$ cat src/rtl/memPkg.sv
package memPkg;

    // ===================================================================
    // Widths
    // ===================================================================
    typedef logic [31:0]  word_t;
    typedef logic [29:0]  wordAddr_t;
    typedef logic [3:0]   byteMask_t;
    typedef logic [9:0]   sramAddr_t;
    typedef logic [9:0]   progress_t;
    typedef logic [127:0] instrLine_t;
    typedef logic [27:0]  instrAddr_t;
    typedef logic [63:0]  icEntry_t;    // Two instruction words, odd word on top.
    typedef logic [8:0]   icIndex_t;

    localparam int burstLen    = 16;
    localparam int dcacheWords = 1024;
    localparam int icacheDepth = 512;
    localparam wordAddr_t consoleAddr = 30'h3F800000;

    // ===================================================================
    // Port and command bundles
    // ===================================================================
    typedef struct packed {
        logic      ce;
        logic      we;
        byteMask_t wm;
        wordAddr_t addr;
        word_t     data;
    } cachePort_t;

    typedef struct packed {
        logic      ce;
        logic      we;          // Set for a store to external memory.
        logic      cacheId;     // Zero selects the data cache.
        sramAddr_t sramAddr;
        wordAddr_t extAddr;
    } mcCmd_t;

    typedef struct packed {
        logic       ce;
        logic       we;
        logic [7:0] wm;
        icIndex_t   addr;
        icEntry_t   data;
    } icPort_t;

    typedef enum logic [1:0] {
        idle,
        command,
        transfer,
        drain
    } mcState_t;

endpackage

$ cat src/rtl/cachePortRouter.sv
`timescale 1ns/10ps

module cachePortRouter (
    input  logic                      clk,
    input  logic [1:0]                ctrlUsed,
    input  memPkg::cachePort_t [1:0]  ctrlPort,
    input  memPkg::cachePort_t        corePort,
    input  logic                      coreReadEn,
    input  memPkg::wordAddr_t         coreReadAddr,
    input  logic                      fetchEn,
    input  memPkg::instrAddr_t        fetchAddr,
    output memPkg::cachePort_t        dcPort,
    output logic                      dcReadEn,
    output memPkg::sramAddr_t         dcReadAddr,
    output memPkg::icPort_t           icPort0,
    output memPkg::icPort_t           icPort1,
    output logic                      icLaneSel,
    output logic                      consoleValid,
    output logic [7:0]                consoleChar
);
    import memPkg::*;

    logic coreDcWrite;

    // ===================================================================
    // Data cache
    // ===================================================================
    always_comb begin
        coreDcWrite = corePort.ce && corePort.we && (corePort.addr < dcacheWords);
        if (ctrlUsed[0]) begin
            dcPort = ctrlPort[0];
        end else begin
            dcPort    = corePort;
            dcPort.ce = corePort.ce && (corePort.addr < dcacheWords);
        end
        dcReadEn   = coreReadEn && (coreReadAddr < dcacheWords);
        dcReadAddr = coreReadAddr[9:0];
    end

    // ===================================================================
    // Instruction cache
    // ===================================================================
    always_comb begin
        if (ctrlUsed[1]) begin
            icPort0.ce   = ctrlPort[1].ce;
            icPort0.we   = ctrlPort[1].we;
            icPort0.addr = ctrlPort[1].addr[9:1];
        end else begin
            icPort0.ce   = fetchEn;
            icPort0.we   = 1'b0;
            icPort0.addr = {fetchAddr[7:0], 1'b1};  // Upper half of the line.
        end
        icPort0.wm = {ctrlPort[1].wm & {4{ctrlPort[1].addr[0]}},
                      ctrlPort[1].wm & {4{~ctrlPort[1].addr[0]}}};
        icPort0.data = {ctrlPort[1].data, ctrlPort[1].data};

        icPort1      = '0;
        icPort1.ce   = fetchEn;
        icPort1.addr = {fetchAddr[7:0], 1'b0};
    end

    always_ff @(posedge clk) begin
        icLaneSel <= ctrlPort[1].addr[0];   // Follows the one-cycle read latency.
    end

    // Console
    always_comb begin
        consoleValid = corePort.ce && corePort.we && corePort.wm == 4'b0001 &&
                       corePort.addr == consoleAddr;
        consoleChar  = corePort.data[7:0];
    end

    assert property (@(posedge clk) ctrlUsed[0] |-> !coreDcWrite)
        else $error("Core wrote the data cache during a burst.");
    assert property (@(posedge clk) ctrlUsed[1] |-> !fetchEn)
        else $error("Core fetched during an instruction cache burst.");

endmodule

$ cat config.mk
export PLATFORM = sky130hd
export DESIGN_NAME = cachePortRouter
export DESIGN_NICKNAME = d
export VERILOG_FILES = /design/src/rtl/memPkg.sv /design/src/rtl/cachePortRouter.sv
export SDC_FILE = /design/constraint.sdc
export NUM_CORES = 1
export LEC_CHECK = 0
export ABC_CLOCK_PERIOD_IN_PS = 800
export BUFFER_PORTS_ARGS = -buffer_cell sky130_fd_sc_hd__buf_2
export CAP_MARGIN = 0
export CORE_AREA = 2 2 205 207
export CTS_BUF_LIST = sky130_fd_sc_hd__clkbuf_8
export CTS_CLUSTER_SIZE = 14
export DETAILED_ROUTE_END_ITERATION = 10
export DIE_AREA = 0 0 207 209
export RECOVER_POWER = 25
export SETUP_SLACK_MARGIN = 0.02
export SYNTH_ARGS = -nofsm -noshare
export SYNTH_HDL_FRONTEND = slang
export SYNTH_SLANG_ARGS = --single-unit
$ cat constraint.sdc
create_clock -name clk -period 0.8 [get_ports clk]
set_clock_uncertainty 0.2 [all_clocks]
set_input_delay 0 -clock clk [delete_from_list [all_inputs] [get_ports clk]]
set_output_delay 0 -clock clk [all_outputs]
set_load 0.02 [all_outputs]
* Word-level counts from Yosys, hierarchy flattened
Index checks and enable logic that the tools add are counted.
** Storage, ports and cells
- Bits in registers :: 1
- Input port bits :: 267
- Output and inout port bits :: 255
- Logic and storage cells :: 16
** Operators by class
- Magnitude comparators :: 2
- Equality and inequality tests :: 2
- Mux-type cells :: 3
- Bitwise gates (word level) :: 3
- Reduce and logical (&&, ||, !) cells :: 5
** Operator list (count)
- 68-bit 2-to-1 mux :: 1
- 30-bit by 11-bit < comparator with 1-bit output, second input constant :: 2
- 30-bit == test, second input constant :: 1
- 9-bit 2-to-1 mux :: 1
- 4-bit bitwise AND :: 2
- 1-bit logical AND :: 5
- 4-bit by 1-bit == test with 1-bit output, second input constant :: 1
- 2-bit 2-to-1 mux :: 1
- 1-bit inverter :: 1

* Logic depth before layout (Yosys ltp)
Gate-level depths: netlist of the first run.
- Depth after elaboration :: 3
- Gate-level depth with buffers :: 5
- Depth with buffers taken out :: 3

* Least setup slack after synthesis of the first run
Ideal clock, no wire load.
- Path kind :: input port to output port
- Start point :: input corePort[49] (netlist bit)
- End point :: output consoleValid
- Arrival :: 1.082 ns
- Data required time :: 0.600 ns
- Path slack :: -0.482 ns
- Stages on the path :: 3
- Path buffers :: 0
- Path through :: nor4_1 > nand4_1 > nor4_1
** Between the ends
- Longest elaborated chain between the ends :: 2
** RTL lines
- from (decl) :: RTL line cachePortRouter.sv:7 : input memPkg::cachePort_t corePort,
- 30-bit == test :: RTL line cachePortRouter.sv:69 : corePort.addr == consoleAddr;
- 1-bit logical AND :: RTL line cachePortRouter.sv:68 : consoleValid = corePort.ce && corePort.we && corePort.wm == 4'b0001 &&
- to (decl) :: RTL line cachePortRouter.sv:18 : output logic consoleValid,
No other way between the ends.

* Worst setup path after layout of the first run
- Start point :: input corePort[64] (netlist bit)
- End point :: output consoleValid
** Between the ends
- Longest elaborated chain between the ends :: 3
** RTL lines (RTL line)
- 4-bit by 1-bit == test with 1-bit output :: cachePortRouter.sv:68
- 1-bit logical AND (2 in series) :: cachePortRouter.sv:68
No other way between the ends.

==> flow_metrics.tcl, run 1 <==
set metrics [dict create \
    grt_usage_pct 5.41 \
    grt_pass1_wl_um 17800 \
    p_seq_share_pct 1.5 \
    grt-ovfl-total 0 \
    ant_nets 0 \
    fmax_mhz 740 \
    grt_pass1_vias 2846 \
    rsz0062_at_grt "true" \
    fin_total_pwr_mw 3.72 \
    core_area_um2 41300 \
    cap_violations 0 \
    die_area_um2 43300 \
    fin_util_pct 13.0 \
    drive_gt1_share_pct 71.0 \
    hold_class "in2out" \
    end_kind "primary output" \
    ir_drop_v 0.000265 \
    grt_max_degree 12 \
    areaGrowthSynthToFinish_pct 121 \
    fin_crit_ns 1.35 \
    die-width_um 207 \
    min_from "corePort[7]" \
    drtPass1Iterations 4 \
    pwr_density_cell_nw_per_um2 690 \
    nNetsFinal 817 \
    p_leak_nw 2.92 \
    violations "setup timing" \
    setup_viol 70 \
    place_congestion 0.784 \
    worstSetupStartpointType "primary input" \
    synth.top_cell.area_share_pct 50.8 \
    synth_seq_cells 1 \
    intPower_mw 1.83 \
    wl_per_cell_um 12.2 \
    crit_fanout 2 \
    ys_warn_count 0 \
    first_iter_violations 42 \
    drt-vias-per-instance 2.57 \
    pwr-share-comb_pct 98.5 \
    hold_path_end "consoleChar[7]" \
    drt_wl_total_um 13300 \
    period_share_pct 169 \
    rows 75 \
    power.share.clock_pct 0 \
    place_hpwl_um 10300 \
    top_register "icLaneSel" \
    status "complete, but fails checks" \
    switching_share_pct 50.8 \
    vias 2800 \
    syn_inst 289 \
    finalHoldViolCount 0 \
    drcViolationCount 0 \
    yosysSeqAreaShare_pct 0.822 \
    whs_path_depth 2 \
    final.setup.worst_slack_ns -0.551 \
    die_height_um 209 \
    path_class "in2out" \
    port_buffers 291 \
    tns_ns -9.58 \
    ys_types 20 \
    start_util_pct 5.90 \
    worstPathRequired_ns 0.60 \
    io-pin-count 522 \
    top_regs "icLaneSel: 1 flops" \
    net-switching-power_mw 1.89 \
    netlist_area_um2 2440 \
    antenna_found_initial 4 \
    slew_viol_final 0 \
    synth_top_cell_by_area "buf_4" \
    avgSynthCellArea_um2 8.43 \
    largest_register_ffs 1 \
    arrival_ns 1.15 \
    synth_area_leaders "buf_4 51%, mux2_2 33%, mux2_4 3.1%" \
]
[cell usage in the layout (no fill, tap or decap), types with 5 or more instances in the layout]
master and count:
clkbuf_1 18, buf_2 186, buf_8 5, clkdlybuf4s25_1 10
buf_4 14, conb_1 74, mux2_4 76, nor4_4 5
and2_1 5, dlymetal6s4s_1 32, buf_16 6, buf_6 84
[critical path: stages]
cell      delay [ns]
buf_8           0.10
nor4bb_4        0.28
buf_6           0.16
nand4_1         0.12
buf_6           0.17
nor4_4          0.14
buf_6           0.16
[per-layer routing]
layer	up-vias	part of all wire, %	global-route usage (%)	wire [µm]
met2	270	54	10.6	7160
li1	1257	-	-	-
met4	4	1.3	0.591	174
met3	12	9.9	1.23	1320
met5	-	0.20	0	27
met1	1257	35	6.09	4640
[cells by family (layout without fill, tap and decap cells)]
group / count (synthesis) / count (layout) / share of synthesized area, %
AOI/OAI and AO/OA: 1 / 1 / 0.205
other: 1 / 75 / 0.154
DFF: 1 / 1 / 0.822
muxes: 76 / 76 / 35.9
buffers and inverters: 174 / 360 / 53.5
and+or+nand+nor: 36 / 36 / 9.45
[synth_stat cells]
library cell / n
nand2b_1: 1
nor3_1: 1
nor4_2: 1
mux2_4: 5
dfxtp_1: 1
nor2b_1: 4
nand4_1: 4
buf_2: 6
mux2_2: 71
nand2_1: 4
conb_1: 1
nor4bb_1: 1
nor4_1: 9
buf_4: 165
nor2_1: 3
and2_1: 5
nor4b_2: 1
o21ai_1: 1
nor4b_1: 2
buf_6: 3
[final cells by class]
type | count | area, µm²
Antenna cell | 1 | 2.50
Multi-Input combinational cell | 187 | 1790
Sequential cell | 1 | 20.0
Tap cell | 539 | 674
Timing Repair Buffer | 360 | 2900
Fill cell | 4711 | 35900
[power groups by stage]
stage / clock, mW / combinational [mW] / sequential (mW)
2_1_floorplan: 0 / 2.43 / 0.0578
3_3_place_gp: 0 / 2.50 / 0.0541
3_5_place_dp: 0 / 2.52 / 0.0540
4_1_cts: 0 / 3.59 / 0.0541
5_1_grt: 0 / 3.84 / 0.0541
6_report: 0.000000167 / 3.66 / 0.0540
[metrics by stage]
stage	instances	instance area [µm²]	hold WS, ns	setup slack, ns
after floorplan	362	3120	-0.172	-0.184
after detailed placement	1039	4050	-0.200	-0.776
final	1088	5380	0.0649	-0.551
after CTS	1088	5240	0.0386	-0.704
after global placement	1039	4050	-0.200	-0.766
after global routing	1087	5380	0.0749	-0.628
[worst max-delay path by stage]
stage | cells after the start | end | from | slack (ns)
after global routing | 7 | consoleValid | corePort[64] | -0.63
final | 7 | consoleValid | corePort[64] | -0.55
after global placement | 7 | consoleValid | corePort[64] | -0.77
after detailed placement | 7 | consoleValid | corePort[64] | -0.78
after CTS | 7 | consoleValid | corePort[64] | -0.70
after floorplan | 3 | consoleValid | corePort[49] | -0.18
[repair_timing]
| item | CTS | global route |
|---|---|---|
| hold endpoints to repair | 74 | 0 |
| cloned | 5 | 1 |
| hold buffers | 42 | 0 |
| setup buffers | 2 | 1 |
| gates resized for setup | 176 | 73 |
| endpoints found under the setup margin | 79 | 148 |
| pin swaps | 5 | 7 |
Note: power is estimated with default switching activity, not from simulation.
==> run 2, diff against run 1 <==
--- a/config.mk
+++ b/config.mk
@@ -5,6 +5,7 @@
 export SDC_FILE = /design/constraint.sdc
 export NUM_CORES = 1
 export LEC_CHECK = 0
+export ABC_AREA = 1
 export ABC_CLOCK_PERIOD_IN_PS = 800
 export BUFFER_PORTS_ARGS = -buffer_cell sky130_fd_sc_hd__buf_2
 export CAP_MARGIN = 0
@@ -13,7 +14,6 @@
 export CTS_CLUSTER_SIZE = 14
 export DETAILED_ROUTE_END_ITERATION = 10
 export DIE_AREA = 0 0 207 209
-export RECOVER_POWER = 25
 export SETUP_SLACK_MARGIN = 0.02
 export SYNTH_ARGS = -nofsm -noshare
 export SYNTH_HDL_FRONTEND = slang
==> flow_metrics.tcl, run 2 <==
set metrics [dict create \
    synth_top_cell_by_area "buf_4" \
    period_share_pct 137 \
    hold_class "in2reg" \
    start_util_pct 6.17 \
    hold_ws_ns 0.0287 \
    place_hpwl_um 11100 \
    drive_gt1_share_pct 69.3 \
    worstSetupStartpointType "primary input" \
    p_leak_nw 3.76 \
    die_area_um2 43300 \
    whs_path_depth 1 \
    drt_wl_total_um 15900 \
    top_register "icLaneSel" \
    rows 75 \
    synth_area_leaders "buf_4 49%, nand2_1 29%, nor2_1 5.4%" \
    ys_warn_count 0 \
    drcViolationCount 0 \
    avgSynthCellArea_um2 5.32 \
    synth_most_common_cell "nand2_1" \
    status "complete, but fails checks" \
    synthArstFlopShare_pct 0 \
    die_height_um 209 \
    antenna_found_initial 3 \
    drtPass1Iterations 4 \
    nNetsFinal 1028 \
    grt_usage_pct 6.33 \
    areaGrowthSynthToFinish_pct 153 \
    arrival_ns 0.89 \
    final_common_cell "buf_2" \
    crit_top_cell "buf_6" \
    finalHoldViolCount 0 \
    end_kind "primary output" \
    synth_ff_type "dfxtp_1" \
    synth-edff-count 0 \
    largest_register_ffs 1 \
    cp_cell_sequence "buf_8 > buf_6 > or2_4 > nor2_4 > nand3_2 > nand2_2 > buf_6" \
    port_buffers 291 \
    layout_common_cells "195 x buf_2, 98 x buf_6, 75 x nand2_2" \
    setup_viol 69 \
    layout.cells.non_filler 1299 \
    hold_path_end "icLaneSel$_DFF_P_" \
    yosysSeqAreaShare_pct 0.785 \
    syn_inst 479 \
    drt-vias-per-instance 2.85 \
    critPathSlowestCell "or2_4" \
    vias 3706 \
    first_iter_violations 84 \
    grt_max_degree 13 \
    synth.top_cell.area_share_pct 48.6 \
    crit_fanout 2 \
    fmax_mhz 914 \
    place_area_um2 4120 \
    grt_pass1_wl_um 21000 \
    wl_per_cell_um 12.2 \
    slowest_delay_ns 0.23 \
    min_from "ctrlPort[100]" \
    cap_violations 0 \
    io-pin-count 522 \
    netlist_area_um2 2550 \
    grt_pass1_vias 3520 \
    ir_drop_v 0.000228 \
    path_class "in2out" \
    ant_nets 0 \
    final.setup.worst_slack_ns -0.294 \
    worstPathRequired_ns 0.60 \
    synth_commonest_cells "200 x nand2_1, 165 x buf_4, 37 x nor2_1, 28 x inv_1, 13 x o21ai_0" \
    grt-ovfl-total 0 \
    place_congestion 0.720 \
    die-width_um 207 \
    cts.reportedPaths.clkPinSlew_ns 0 \
    violations "setup timing" \
    synth_seq_cells 1 \
    pwr_density_cell_nw_per_um2 667 \
    rsz0062_at_grt "true" \
    core_area_um2 41300 \
    dp_cells 1239 \
    fin_total_pwr_mw 4.30 \
    slew_viol_final 0 \
    fin_crit_ns 1.09 \
    final_cell_area_um2 6450 \
    ys_types 15 \
    fillers 4681 \
    top_regs "icLaneSel: 1 flops" \
]
==> run 2: routing by layer <==
metal  global-route usage, %  vias to the layer above  wire (µm)
met5                       0                        -         27
met4                    1.95                        4        543
met3                    1.10                       28       1310
met2                    12.1                      288       8710
met1                    7.08                     1635       5300
li1                        -                     1751          -
==> run 2: worst max-delay path: cells and delay by family <==
kind	cells	cell delay (ns)
simple gates	4	0.57
buf+inv	3	0.31
==> run 2: final cells by class <==
class                   count  area, µm²  area share, %
inverters                  29        121           1.88
multi-input cells         341       2270           35.2
well taps                 539        674           10.5
repair buffers            388       3360           52.1
diodes                      1       2.50         0.0388
flip-flops and latches      1       20.0          0.310
==> run 2: per-stage QoR <==
stage / setup TNS (ns) / setup WS (ns) / utilization [%]
2_1_floorplan: -0.522 / -0.0522 / -
3_3_place_gp: -21.70 / -0.671 / 9.98
3_5_place_dp: -21.48 / -0.690 / 9.98
4_1_cts: -25.64 / -0.343 / 14.1
5_1_grt: -13.33 / -0.366 / 15.6
6_report: -10.84 / -0.294 / 15.6
==> run 2: power by group <==
part | leakage [nW] | switching (mW) | internal [mW]
registers | 0.00844 | 0.000531 | 0.0536
logic | 3.75 | 2.36 | 1.89
clock network | 0.00000634 | 0 | 0.000000167
total | 3.76 | 2.36 | 1.95
==> run 2: cells by family (layout without fill, tap and decap cells) <==
group | after synthesis | in the layout | synth area share [%]
other cells | 1 | 75 | 0.147
compound gates | 14 | 14 | 2.85
flops | 1 | 1 | 0.786
mux | 9 | 9 | 3.98
simple gates | 244 | 244 | 36.3
buf+inv | 210 | 417 | 55.9
==> run 2: how the worst max path moves through the flow <==
stage,endpoint,depth (start not counted),slack (ns),start
5_1_grt,dcPort[67],8,-0.37,corePort[59]
6_report,dcPort[67],7,-0.29,corePort[61]
3_3_place_gp,dcPort[67],7,-0.67,corePort[61]
3_5_place_dp,dcPort[67],7,-0.69,corePort[61]
2_1_floorplan,dcPort[32],3,-0.05,ctrlUsed[0]
4_1_cts,dcPort[67],7,-0.34,corePort[61]
==> run 2: timing repair <==
action | in CTS | in global routing
setup buffers | 10 | 5
setup endpoints to repair | 79 | 148
hold buffers | 42 | 0
cloned | 5 | 3
endpoints found under the hold margin | 74 | 0
pin swaps | 39 | 27
gates resized for setup | 315 | 165
