## src/rtl/memPkg.sv

```systemverilog
package memPkg;

    // ===================================================================
    // Widths
    // ===================================================================
    typedef logic [31:0]  word_t;
    typedef logic [29:0]  wordAddr_t;
    typedef logic [3:0]   byteMask_t;
    typedef logic [9:0]   sramAddr_t;
    typedef logic [9:0]   progress_t;
    typedef logic [127:0] instrLine_t;
    typedef logic [27:0]  instrAddr_t;
    typedef logic [63:0]  icEntry_t;    // Two instruction words, odd word on top.
    typedef logic [8:0]   icIndex_t;

    localparam int burstLen    = 16;
    localparam int dcacheWords = 1024;
    localparam int icacheDepth = 512;
    localparam wordAddr_t consoleAddr = 30'h3F800000;

    // ===================================================================
    // Port and command bundles
    // ===================================================================
    typedef struct packed {
        logic      ce;
        logic      we;
        byteMask_t wm;
        wordAddr_t addr;
        word_t     data;
    } cachePort_t;

    typedef struct packed {
        logic      ce;
        logic      we;          // Set for a store to external memory.
        logic      cacheId;     // Zero selects the data cache.
        sramAddr_t sramAddr;
        wordAddr_t extAddr;
    } mcCmd_t;

    typedef struct packed {
        logic       ce;
        logic       we;
        logic [7:0] wm;
        icIndex_t   addr;
        icEntry_t   data;
    } icPort_t;

    typedef enum logic [1:0] {
        idle,
        command,
        transfer,
        drain
    } mcState_t;

endpackage

```

## src/rtl/memoryController.sv

```systemverilog
`timescale 1ns/10ps

module memoryController (
    input  logic                      clk,
    input  logic                      reset,
    input  memPkg::mcCmd_t            cmd,
    output logic                      busy,
    output memPkg::progress_t         progress,
    output logic [1:0]                ctrlUsed,
    output memPkg::cachePort_t [1:0]  ctrlPort,
    input  memPkg::word_t             dcacheRdata,
    input  memPkg::word_t             icacheRdata,
    output logic                      extEn,
    output memPkg::word_t             extOut,
    input  memPkg::word_t             extIn
);
    import memPkg::*;

    mcState_t   state;
    mcCmd_t     cur;
    logic       accept;
    sramAddr_t  writeIdx;
    sramAddr_t  readIdx;
    word_t      cacheRdata;
    cachePort_t portReq;

    assign accept = cmd.ce && !busy;

    // ===================================================================
    // Burst sequencing
    // ===================================================================
    always_ff @(posedge clk) begin
        if (reset) begin
            state    <= idle;
            progress <= '0;
        end else begin
            unique case (state)
                idle: begin
                    if (accept) begin
                        state    <= command;
                        progress <= '0;
                    end
                end
                command: begin
                    state <= transfer;
                end
                transfer: begin
                    progress <= progress + 1'b1;
                    if (progress == progress_t'(burstLen - 2)) begin
                        state <= drain;    // Last word has no read-ahead.
                    end
                end
                drain: begin
                    progress <= progress + 1'b1;
                    state    <= idle;
                end
                default: begin
                    state <= idle;
                end
            endcase
        end
    end

    always_ff @(posedge clk) begin
        if (accept) begin
            cur <= cmd;
        end
    end

    // ===================================================================
    // Cache and bus drive
    // ===================================================================
    always_comb begin
        writeIdx = cur.sramAddr + sramAddr_t'(progress);
        readIdx  = (state == command) ? cur.sramAddr : writeIdx + 1'b1;
        cacheRdata = cur.cacheId ? icacheRdata : dcacheRdata;
    end

    always_comb begin
        portReq = '0;
        unique case (state)
            command: begin
                portReq.ce   = cur.we;      // A store primes the first read.
                portReq.addr = wordAddr_t'(readIdx);
            end
            transfer: begin
                portReq.ce   = 1'b1;
                portReq.we   = !cur.we;
                portReq.wm   = '1;
                portReq.addr = wordAddr_t'(cur.we ? readIdx : writeIdx);
                portReq.data = extIn;
            end
            drain: begin
                portReq.ce   = !cur.we;
                portReq.we   = !cur.we;
                portReq.wm   = '1;
                portReq.addr = wordAddr_t'(writeIdx);
                portReq.data = extIn;
            end
            default: begin
                portReq = '0;
            end
        endcase
    end

    always_comb begin
        busy     = (state != idle);
        extEn    = busy;
        ctrlUsed = '0;
        if (busy) begin
            ctrlUsed[cur.cacheId] = 1'b1;
        end
        ctrlPort[0] = ctrlUsed[0] ? portReq : '0;
        ctrlPort[1] = ctrlUsed[1] ? portReq : '0;
        extOut = '0;
        if (state == command) begin
            extOut = {cur.we, 1'b0, cur.extAddr};
        end else if (busy && cur.we) begin
            extOut = cacheRdata;                // Word read in the previous cycle.
        end
    end

    assert property (@(posedge clk) disable iff (reset) !(cmd.ce && busy))
        else $warning("Controller command dropped while busy.");
    assert property (@(posedge clk) disable iff (reset)
        accept |-> ##(burstLen + 2) (!busy && progress == progress_t'(burstLen)))
        else $error("Burst did not complete on schedule.");

endmodule

```

## config.mk

```make
export PLATFORM = sky130hd
export DESIGN_NAME = memoryController
export DESIGN_NICKNAME = d
export VERILOG_FILES = /design/src/rtl/memPkg.sv /design/src/rtl/memoryController.sv
export SDC_FILE = /design/constraint.sdc
export NUM_CORES = 1
export LEC_CHECK = 0
export ABC_AREA = 1
export BUFFER_PORTS_ARGS = -buffer_cell sky130_fd_sc_hd__buf_4
export CAP_MARGIN = 20
export CORE_AREA = 4 4 125 127
export DETAILED_ROUTE_END_ITERATION = 12
export DIE_AREA = 0 0 129 131
export PLACE_DENSITY_LB_ADDON = 0.25
export SLEW_MARGIN = 30
export SYNTH_ARGS = -nofsm -noshare
export SYNTH_HDL_FRONTEND = slang
export SYNTH_SLANG_ARGS = --single-unit
```

## constraint.sdc

```tcl
create_clock -name clk -period 3.4 [get_ports clk]
set_input_delay 1.02 -clock clk [delete_from_list [all_inputs] [get_ports clk]]
set_output_delay 1.02 -clock clk [all_outputs]
set_load 0.05 [all_outputs]
```

# Yosys cells after proc, flatten, opt, wreduce, memory -nomap -nowiden
# Index checks and enable logic that the tools add are counted.
[word_totals] reg_bits=54 elab_cells=47 output_inout_bits=182
[classes] n_reduce_logical=11 n_eq_ne=6 n_addsub=3 muxes=19 order_cmp=2
[op_table] operator="2-to-1 mux 68 bit" count=2
[op_table] operator="2-to-1 mux 32 bit" count=4
[op_table] operator="2-to-1 mux 10 bit" count=3
[op_table] operator="case mux 10 bit (3 select lines)" count=1
[op_table] operator="adder 10 x 1 -> 10 bit, second input constant" count=2
[op_table] operator="case mux 10 bit (2 select lines)" count=1
[op_table] operator="adder 10 bit" count=1
[op_table] operator="== test 10 x 4 -> 1 bit, second input constant" count=1
[op_table] operator="case mux 2 bit (4 select lines)" count=1
[op_table] operator="2-to-1 mux 2 bit" count=3
[op_table] operator="2-to-1 mux 5 bit" count=1
[op_table] operator="== test 2 bit, second input constant" count=2
[op_table] operator="inequality test 2 bit, second input constant" count=2
[op_table] operator="AND reduction 2 bit" count=2
[op_table] operator="nonzero test 2 bit" count=2
[op_table] operator="logical AND 1 bit" count=3
[op_table] operator="case mux 1 bit (3 select lines)" count=1
[op_table] operator="== test 2 x 1 -> 1 bit, second input constant" count=1
[op_table] operator="logical NOT 1 bit" count=2
[op_table] operator="logical NOT 2 bit" count=1
[op_table] operator="< comparator 1 x 2 -> 1 bit, second input constant" count=1
[op_table] operator="OR reduction 2 bit" count=1
[op_table] operator="demux 1 bit (select 1 bit)" count=1
[op_table] operator="greater-or-equal comparator 1 bit, second input constant" count=1
[op_table] operator="2-to-1 mux 1 bit" count=1

# Logic depth before layout (Yosys ltp)
# Gate-level depths: netlist (run 1).
[logic_depth] word_depth=6 ltp_mapped=17 ltp_nobuf=17

# Least setup slack after synthesis (run 1)
# No wires, ideal clock.
[synth_timing] path_kind="register to output" start="register state[0]" end="output port ctrlPort[10] (netlist name)" t_arrival_ns=3.486 path_slack_ns=-1.106 path_stages_with_launch=9 path_buffers=1 path_cell_list="dfxtp_1 inv_1 ha_1 nor2_1 inv_1 nor2_1 inv_1 buf_1 nor2_1"
[synth_rtl] element="start, declared" line_no="memoryController.sv:19" text="mcState_t state;"
[synth_rtl] element="start signal, assigned" line_no="memoryController.sv:34" text="state <= idle;"
[synth_rtl] element="start signal, assigned" line_no="memoryController.sv:40" text="state <= command;"
[synth_rtl] element="start signal, assigned" line_no="memoryController.sv:45" text="state <= transfer;"
[synth_rtl] element="end, declared" line_no="memoryController.sv:10" text="output memPkg::cachePort_t [1:0] ctrlPort,"

==> flow_metrics.tcl, run 1 <==
set metrics [dict create \
    cp.arrival_ps 2580 \
    tritoncts "done" \
    syn_to_final_growth_pct 68.4 \
    rows 44 \
    failed_checks "setup timing" \
    die_h_um 131 \
    grt_max_degree 43 \
    place_congestion 0.864 \
    vias 4862 \
    r2r-start "state[1]" \
    dr.pass1.iters 4 \
    portBuffers 282 \
    critical_path_required_ps 2380 \
    clk_pin_slew_ps 70 \
    post-route-min-period_ps 3600 \
    timing.hold.ws_ps 512 \
    max_stage_delay_ps 540 \
    fin_skew_ps 9.01 \
    crit_top_cell "inv_2" \
    maxSlewHeadroom_pct 58.5 \
    fill_cells 1398 \
    synth_area_um2 4450 \
    grt_usage_pct 18.4 \
    coreArea_um2 14400 \
    grt_pass1_wl_mm 24.3 \
    synth.area.top_cells "edfxtp_1, nand2_1, nor2_1" \
    final_cell_mix "buf_4, nand2_1, inv_1, nor2_2" \
    hold_class "reg2reg" \
    fmax_mhz 278 \
    startpoint_type "flop" \
    dpl.hpwl_mm 14.5 \
    slew_violations 0 \
    synth_edf_count 42 \
    setup.worst_path.class "reg2out" \
    syn-instance-count 623 \
    clock_tree.buffer_depth 2 \
    status "finished with violations" \
    finalHoldViolCount 0 \
    yosysSeqAreaShare_pct 33.7 \
    final_common_cell "buf_4" \
    nets 1064 \
    final_design_area_no_fill_um2 7500 \
    htreeDepth 2 \
    ys.flop_type "edfxtp_1" \
    rr_endpoint "progress[9]" \
    ys_ff_latch 54 \
    rr_worst_depth 12 \
    routed_wl_mm 16.9 \
    grt_pass1_vias 4575 \
    ios 323 \
    hp-start "state[1]" \
    tightest_slew_ps 614 \
    multi_input_area_um2 2860 \
    end_kind "output port" \
    crit_slowest_cell "fa_2" \
    setup_slack_ps -199 \
    p_per_area_nw_per_um2 649 \
    synth_largest_area_cell "edfxtp_1" \
    clk_latency_ps 300 \
    ys_types 39 \
    synth_top_area_share_pct 28.3 \
    min_delay_path_depth 2 \
    seqCellArea_um2 1510 \
    diodes 0 \
    antenna_found_initial 0 \
    fin_crit_sh_pct 106 \
    avgRoutedWirePerCell_um 15.5 \
    start_util_pct 30.9 \
    cts_hold_buf 0 \
    drc 0 \
    drtIter0Drc 221 \
    syn_area_per_cell_um2 7.15 \
    p_leak_nw 3.68 \
    path_cells "ha_2 -> inv_2 -> fa_2 -> inv_2 -> ha_4 -> inv_2 -> nor2_2 -> nand2_2 -> nor2_4 -> buf_6 -> nor2_4 -> nand2_1 -> o211ai_1 -> inv_1 -> nor2_2 -> buf_6" \
    drive_above_1_share_pct 50.4 \
    gr-total-overflow 0 \
    critPathMaxFanout 4 \
    clk_root_buffer_cell "clkbuf_16" \
    vdd.ir_drop.worst_uv 461 \
    drtAntennaViolNets 0 \
    routed_via_density 4.46 \
    setup_violations 16 \
    placed_cell_area_um2 7060 \
    cts.sink_count 54 \
    min_to "state[1]" \
    rsz0062_at_grt "true" \
    die_area_um2 16900 \
    worst-r2r-setup-slack_ps 1270 \
    synthArstFlopShare_pct 0 \
    synth_warnings 0 \
    drv_cap 0 \
    cts_buffers 5 \
    die_x_um 129 \
]
-- kinds of logic (layout without fill, tap and decap cells) --
logic type               Yosys count  count (layout)  share of synthesized area [%]
buffers and inverters            162             407                           17.8
AO/OA/AOI/OAI                     76              76                           9.11
AND/OR/NAND/NOR                  280             280                           27.0
flip-flops                        54              54                           33.7
other                              1              40                         0.0842
multiplexers                      30              30                           6.75
adder cells (fa/ha/maj)           17              17                           4.95
XOR/XNOR                           3               3                          0.590
-- area by class of cell --
cell class	count	area share [%]
clock buffer	5	1.67
clock inverter	3	0.634
inverter	96	4.84
multi-input combinational	446	38.2
sequential	54	20.1
tap	184	3.07
timing repair buffer	303	31.5
-- state kept, by name (all words and copies together) (netlist names) --
register	flops
cur	42
progress	10
state	2
-- routing by layer --
metal / vias to the layer above / global-route usage, % / part of all wire [%]
li1: 2461 / - / -
met3: 14 / 4.35 / 9.1
met1: 2170 / 22.9 / 39
met4: 0 / 4.32 / 1.5
met2: 217 / 32.5 / 51
met5: - / 0 / 0
-- worst max-delay path, delay by kind of cell, from the launching register on --
family | cells | cell delay, ps
AO/OA/AOI/OAI | 1 | 100
adder cells (fa/ha/maj) | 3 | 890
buffers and inverters | 6 | 530
flip-flops | 1 | 360
AND/OR/NAND/NOR | 6 | 400
-- repair_timing --
action | 4_1_cts | 5_1_grt
resized for setup | 45 | 18
setup buffers | 1 | 2
setup endpoints to repair | 40 | 73
pin swaps | 23 | 13
-- cell usage after synthesis, types with 3 or more instances --
master / number
nand3_1: 24
dfxtp_1: 12
buf_4: 47
mux2i_1: 30
ha_1: 16
nor3_1: 4
a21oi_1: 21
clkbuf_1: 8
buf_2: 8
buf_1: 3
nor2_1: 101
edfxtp_1: 42
nor2_2: 4
nand2_2: 9
o21ai_0: 44
nand2_1: 125
inv_2: 3
inv_1: 91
nand3_2: 4
-- worst max-delay path by stage --
| stage | to | cells after the start | from |
|---|---|---|---|
| final | ctrlPort[104] | 16 | cur[30] |
| after CTS | ctrlPort[104] | 16 | cur[30] |
| after global routing | ctrlPort[108] | 14 | cur[30] |
| after global placement | ctrlPort[108] | 14 | cur[30] |
| after detailed placement | ctrlPort[108] | 14 | cur[30] |
| after floorplan | ctrlPort[108] | 13 | progress[0] |
-- power breakdown --
part / internal [W] / switching, W
clock network: 0.000353 / 0.000243
logic: 0.000947 / 0.00237
registers: 0.000887 / 0.0000698
total: 0.00219 / 0.00268
-- metrics by stage --
step                      power [W]  instances  setup slack [ps]  util [%]  setup TNS (ps)
final                       0.00487       1091              -199      52.0           -2040
after global routing        0.00513       1091              -309      52.0           -3870
after CTS                   0.00488       1089              -288      51.2           -2710
after detailed placement    0.00418       1080             -82.2      48.9            -180
after global placement      0.00418       1080             -19.5      48.9           -19.5
after floorplan             0.00324        662              3.33         -               0
(Power assumes the default switching activity.)
==> run 2, diff against run 1 <==
--- a/config.mk
+++ b/config.mk
@@ -8,11 +8,12 @@
 export ABC_AREA = 1
 export BUFFER_PORTS_ARGS = -buffer_cell sky130_fd_sc_hd__buf_4
 export CAP_MARGIN = 20
-export CORE_AREA = 4 4 125 127
+export CORE_AREA = 2 2 126 128
 export DETAILED_ROUTE_END_ITERATION = 12
-export DIE_AREA = 0 0 129 131
+export DIE_AREA = 0 0 128 130
 export PLACE_DENSITY_LB_ADDON = 0.25
 export SLEW_MARGIN = 30
 export SYNTH_ARGS = -nofsm -noshare
 export SYNTH_HDL_FRONTEND = slang
 export SYNTH_SLANG_ARGS = --single-unit
+export TNS_END_PERCENT = 30
==> flow_metrics.tcl, run 2 (synthesis gave the netlist of run 1 again) <==
set metrics [dict create \
    status "finished with violations" \
    failed_checks "setup timing" \
    setup_slack_ps -155 \
    netSwitchingFraction_pct 54.8 \
    clk_latency_ps 290 \
    drv_cap 0 \
    final_cell_mix "buf_4, nand2_1, inv_1, nor2_2" \
    max_flop_register "cur" \
    rsz0062_at_grt "true" \
    intPower_w 0.00221 \
    grt_pass1_vias 4327 \
    gr-total-overflow 0 \
    drc 0 \
    critical_path_required_ps 2380 \
    vdd.ir_drop.worst_uv 487 \
    setup_violations 16 \
    post-route-min-period_ps 3550 \
    die_h_um 130 \
    clk_pin_slew_ps 70 \
    routed_wl_mm 15.6 \
    critPathMaxFanout 5 \
    cts_buffers 5 \
    slew_violations 0 \
    grt_usage_pct 17.3 \
    start_util_pct 28.9 \
    setup.worst_path.class "reg2out" \
    vias 4828 \
    min_delay_path_depth 2 \
    nets 1068 \
    dr.pass1.iters 4 \
    diodes 0 \
    final_design_area_no_fill_um2 7530 \
    p_leak_nw 3.70 \
    clock_tree.buffer_depth 2 \
    fmax_mhz 281 \
    cts.sink_count 54 \
    final_common_cell "buf_4" \
    cp.arrival_ps 2530 \
    rr_worst_depth 12 \
    rows 46 \
    largest_reg_flops 42 \
    grt_pass1_wl_mm 22.4 \
    fin_skew_ps 1.96 \
    die_x_um 128 \
    die_area_um2 16600 \
    pwr-share-clk_pct 12.1 \
    syn_to_final_growth_pct 69.1 \
    antenna_found_initial 0 \
    placed_cell_area_um2 7070 \
    maxSlewHeadroom_pct 62.2 \
    power.switching_w 0.00268 \
    clk_root_buffer_cell "clkbuf_16" \
    place_congestion 0.845 \
    tightest_slew_ps 567 \
    avgRoutedWirePerCell_um 14.2 \
    drtAntennaViolNets 0 \
    hold_class "reg2reg" \
    cts_hold_buf 0 \
    finalHoldViolCount 0 \
    portBuffers 282 \
    grt_max_degree 43 \
    pwr-share-comb_pct 68.5 \
    p_per_area_nw_per_um2 649 \
    drive_above_1_share_pct 51.5 \
    fin_crit_sh_pct 105 \
    fill_cells 1565 \
    reg.largest.list "cur: 42 flops, progress: 10 flops, state: 2 flops" \
    coreArea_um2 15400 \
    seqPwrFrac_pct 19.5 \
    htreeDepth 2 \
    drtIter0Drc 127 \
    startpoint_type "flop" \
    power_w 0.00489 \
    tritoncts "done" \
    end_kind "output port" \
    routed_via_density 4.38 \
    ios 323 \
    timing.hold.ws_ps 506 \
    dpl.hpwl_mm 13.2 \
]
## run 2: area by class of cell
type                    instances  area [um2]  share of cell area (%)
well taps                     192         240                    3.19
multi-input cells             446        2870                    38.1
clock buffers                   5         125                    1.66
repair buffers                307        2380                    31.6
inverters                      96         363                    4.82
clock inverters                 3        43.8                   0.582
flip-flops and latches         54        1510                    20.0
## run 2: per-stage QoR
stage | TNS, ps | utilization [%] | cells | worst slack (ps)
floorplan | -5520 | - | 662 | -172
global placement | -4.70 | 45.8 | 1090 | -4.70
detailed placement | -206 | 45.8 | 1090 | -59.1
CTS | -2260 | 47.9 | 1099 | -222
global route | -4170 | 48.8 | 1103 | -306
finish | -1910 | 48.8 | 1103 | -155
## run 2: power groups by stage
stage / clock [W] / combinational, W / sequential [W]
final: 0.000589 / 0.00335 / 0.000951
after global routing: 0.000643 / 0.00357 / 0.000966
after CTS: 0.000610 / 0.00332 / 0.000951
after detailed placement: 0 / 0.00322 / 0.000965
after global placement: 0 / 0.00322 / 0.000963
after floorplan: 0 / 0.00227 / 0.000961
## run 2: timing repair
item                                    4_1_cts  5_1_grt
setup buffers                                 1        4
endpoints found under the setup margin       23       83
resized for setup                            44       29
pin swaps                                    13        9
## run 2: routing by layer
layer | wire [um] | share of wire (%) | GRT usage, % | up-vias
met3 | 1170 | 7.5 | 3.61 | 9
met2 | 7910 | 51 | 30.4 | 211
met5 | 0 | 0 | 0 | -
met4 | 164 | 1.0 | 4.01 | 0
li1 | - | - | - | 2463
met1 | 6380 | 41 | 22.0 | 2145
## run 2: worst max-delay path, cell delays in order, from the launching register on
cell and delay, ps:
edfxtp_1 410, ha_2 200, inv_2 50, fa_2 430
inv_2 90, ha_4 140, inv_2 40, nor2_4 60
nand2_2 80, nor2_4 140, nand2_2 70, nand2_2 60
nand3_2 60, nand3_2 90, nand2_4 70, nor2_4 90
buf_6 160
## run 2: path summary, 6_finish.rpt
kind              startpoint       endpoint  slack [ps]
setup / recovery     cur[30]  ctrlPort[106]        -150
hold reg to reg     state[1]       state[1]         510
hold / removal      state[1]       state[1]         510
setup reg to reg    state[1]    progress[9]        1400
==> run 3, diff against run 2 <==
--- a/config.mk
+++ b/config.mk
@@ -11,7 +11,7 @@
 export CORE_AREA = 2 2 126 128
 export DETAILED_ROUTE_END_ITERATION = 12
 export DIE_AREA = 0 0 128 130
-export PLACE_DENSITY_LB_ADDON = 0.25
+export PLACE_DENSITY_LB_ADDON = 0.2
 export SLEW_MARGIN = 30
 export SYNTH_ARGS = -nofsm -noshare
 export SYNTH_HDL_FRONTEND = slang
==> flow_metrics.tcl, run 3 (synthesis gave the netlist of run 1 again) <==
set metrics [dict create \
    grt_usage_pct 18.3 \
    cp-startpoint "cur[30]" \
    cts_hold_buf 0 \
    htreeDepth 2 \
    final_common_cell "buf_4" \
    wl_met3_mm 1.25 \
    post-route-min-period_ps 3620 \
    multi_input_area_um2 2790 \
    max_flop_register "cur" \
    cp.arrival_ps 2600 \
    rr_worst_depth 12 \
    maxSlewHeadroom_pct 59.7 \
    nets 1062 \
    p_per_area_nw_per_um2 645 \
    failed_checks "setup timing" \
    setup_slack_ps -217 \
    grt_max_degree 43 \
    cp-endpoint "ctrlPort[38]" \
    dr.pass1.iters 4 \
    grt_pass1_wl_mm 23.6 \
    placed_cell_area_um2 7070 \
    top_layer "met4" \
    drc 0 \
    critical_path_required_ps 2380 \
    syn_to_final_growth_pct 66.2 \
    intPower_w 0.00210 \
    reg.largest.list "cur: 42 flops, progress: 10 flops, state: 2 flops" \
    fin_crit_sh_pct 106 \
    drtIter0Drc 186 \
    start_util_pct 28.9 \
    routed_wl_mm 15.9 \
    clk_root_buffer_cell "clkbuf_16" \
    routed_via_density 4.34 \
    final_design_area_no_fill_um2 7400 \
    vias 4760 \
    pwr-share-comb_pct 68.8 \
    clk_latency_ps 300 \
    r2r-start "state[0]" \
    cts_buffers 5 \
    setup.worst_path.class "reg2out" \
    tritoncts "done" \
    pwr-share-clk_pct 11.3 \
    power.switching_w 0.00267 \
    rsz0062_at_grt "true" \
    die_x_um 128 \
    largest_reg_flops 42 \
    met2_length_mm 8.07 \
    fmax_mhz 276 \
    clock_tree.buffer_depth 2 \
    portBuffers 282 \
    drt-met1-wl_mm 6.41 \
    hold_class "reg2reg" \
    hp-start "state[1]" \
    worst-r2r-setup-slack_ps 1310 \
    rows 46 \
    setup_violations 16 \
    die_h_um 130 \
    place_congestion 0.835 \
    p_leak_nw 3.67 \
    end_kind "output port" \
    ios 323 \
    fin_cells 1097 \
    final_cell_mix "buf_4, nand2_1, inv_1, nor2_2" \
    finalHoldViolCount 0 \
    netSwitchingFraction_pct 56.0 \
    die_area_um2 16600 \
    tightest_slew_ps 596 \
    postLayoutCoreUtil_pct 48.0 \
    startpoint_type "flop" \
    slew_violations 0 \
    avgRoutedWirePerCell_um 14.5 \
    dpl.hpwl_mm 13.4 \
    critPathMaxFanout 5 \
    drive_above_1_share_pct 49.1 \
    drtAntennaViolNets 0 \
    gr-total-overflow 0 \
    clk_pin_slew_ps 80 \
    seqPwrFrac_pct 19.8 \
    vdd.ir_drop.worst_uv 478 \
    antenna_found_initial 0 \
    cts.sink_count 54 \
    seqCellArea_um2 1500 \
    fill_cells 1537 \
    status "finished with violations" \
    diodes 0 \
    drv_cap 0 \
    placed_cells 1088 \
    coreArea_um2 15400 \
    fin_skew_ps 6.17 \
    grt_pass1_vias 4516 \
    rr_endpoint "progress[9]" \
]
[run 3: metrics by stage]
stage	hold slack [ps]	setup WS, ps	total power [W]	TNS (ps)
2_1_floorplan	466	-172	0.00323	-5520
5_1_grt	542	-398	0.00507	-5150
4_1_cts	518	-257	0.00477	-2870
3_3_place_gp	491	12.8	0.00419	0
6_report	510	-217	0.00477	-2350
3_5_place_dp	508	-5.65	0.00419	-7.16
[run 3: metal layers]
layer / up-vias / GRT usage (%)
met5: - / 0
met4: 0 / 4.01
met3: 10 / 4.35
met2: 207 / 33.1
met1: 2085 / 22.1
li1: 2458 / -
[run 3: power groups by stage]
stage | clock network (W) | registers, W | logic, W
floorplan | 0 | 0.000961 | 0.00227
global placement | 0 | 0.000962 | 0.00323
detailed placement | 0 | 0.000963 | 0.00323
CTS | 0.000560 | 0.000950 | 0.00326
global route | 0.000585 | 0.000965 | 0.00352
finish | 0.000540 | 0.000947 | 0.00329
[run 3: worst min path at each step]
stage / slack [ps] / cells after the start / end
5_1_grt: 540 / 2 / state[1]
4_1_cts: 520 / 2 / state[1]
3_5_place_dp: 510 / 2 / state[1]
2_1_floorplan: 470 / 2 / state[1]
3_3_place_gp: 490 / 2 / state[1]
6_report: 510 / 2 / state[1]
[run 3: critical path, stage by stage, from the launching register on]
cell      delay [ps]
edfxtp_1         390
ha_2             210
inv_2             60
fa_2             440
inv_2             90
ha_4             130
inv_1             40
nor2_2            80
nand2_2           70
nor2_4           150
nand2_1           70
nand2_1           70
nand3_2           70
nand3_2           80
nand2_4           70
nor2_4           130
buf_8            150
[run 3: area by class of cell]
| type | instances | area share, % |
|---|---|---|
| clock buffers | 5 | 1.69 |
| flip-flops and latches | 54 | 20.3 |
| multi-input cells | 446 | 37.7 |
| well taps | 192 | 3.25 |
| clock inverters | 3 | 0.389 |
| inverters | 96 | 4.87 |
| repair buffers | 301 | 31.7 |
[run 3: repair_timing]
| item | CTS | global route |
|---|---|---|
| gates resized for setup | 17 | 31 |
| endpoints found under the hold margin | 0 | 0 |
| endpoints found under the setup margin | 16 | 30 |
| buffers inserted | 0 | 1 |
| pin swaps | 2 | 12 |
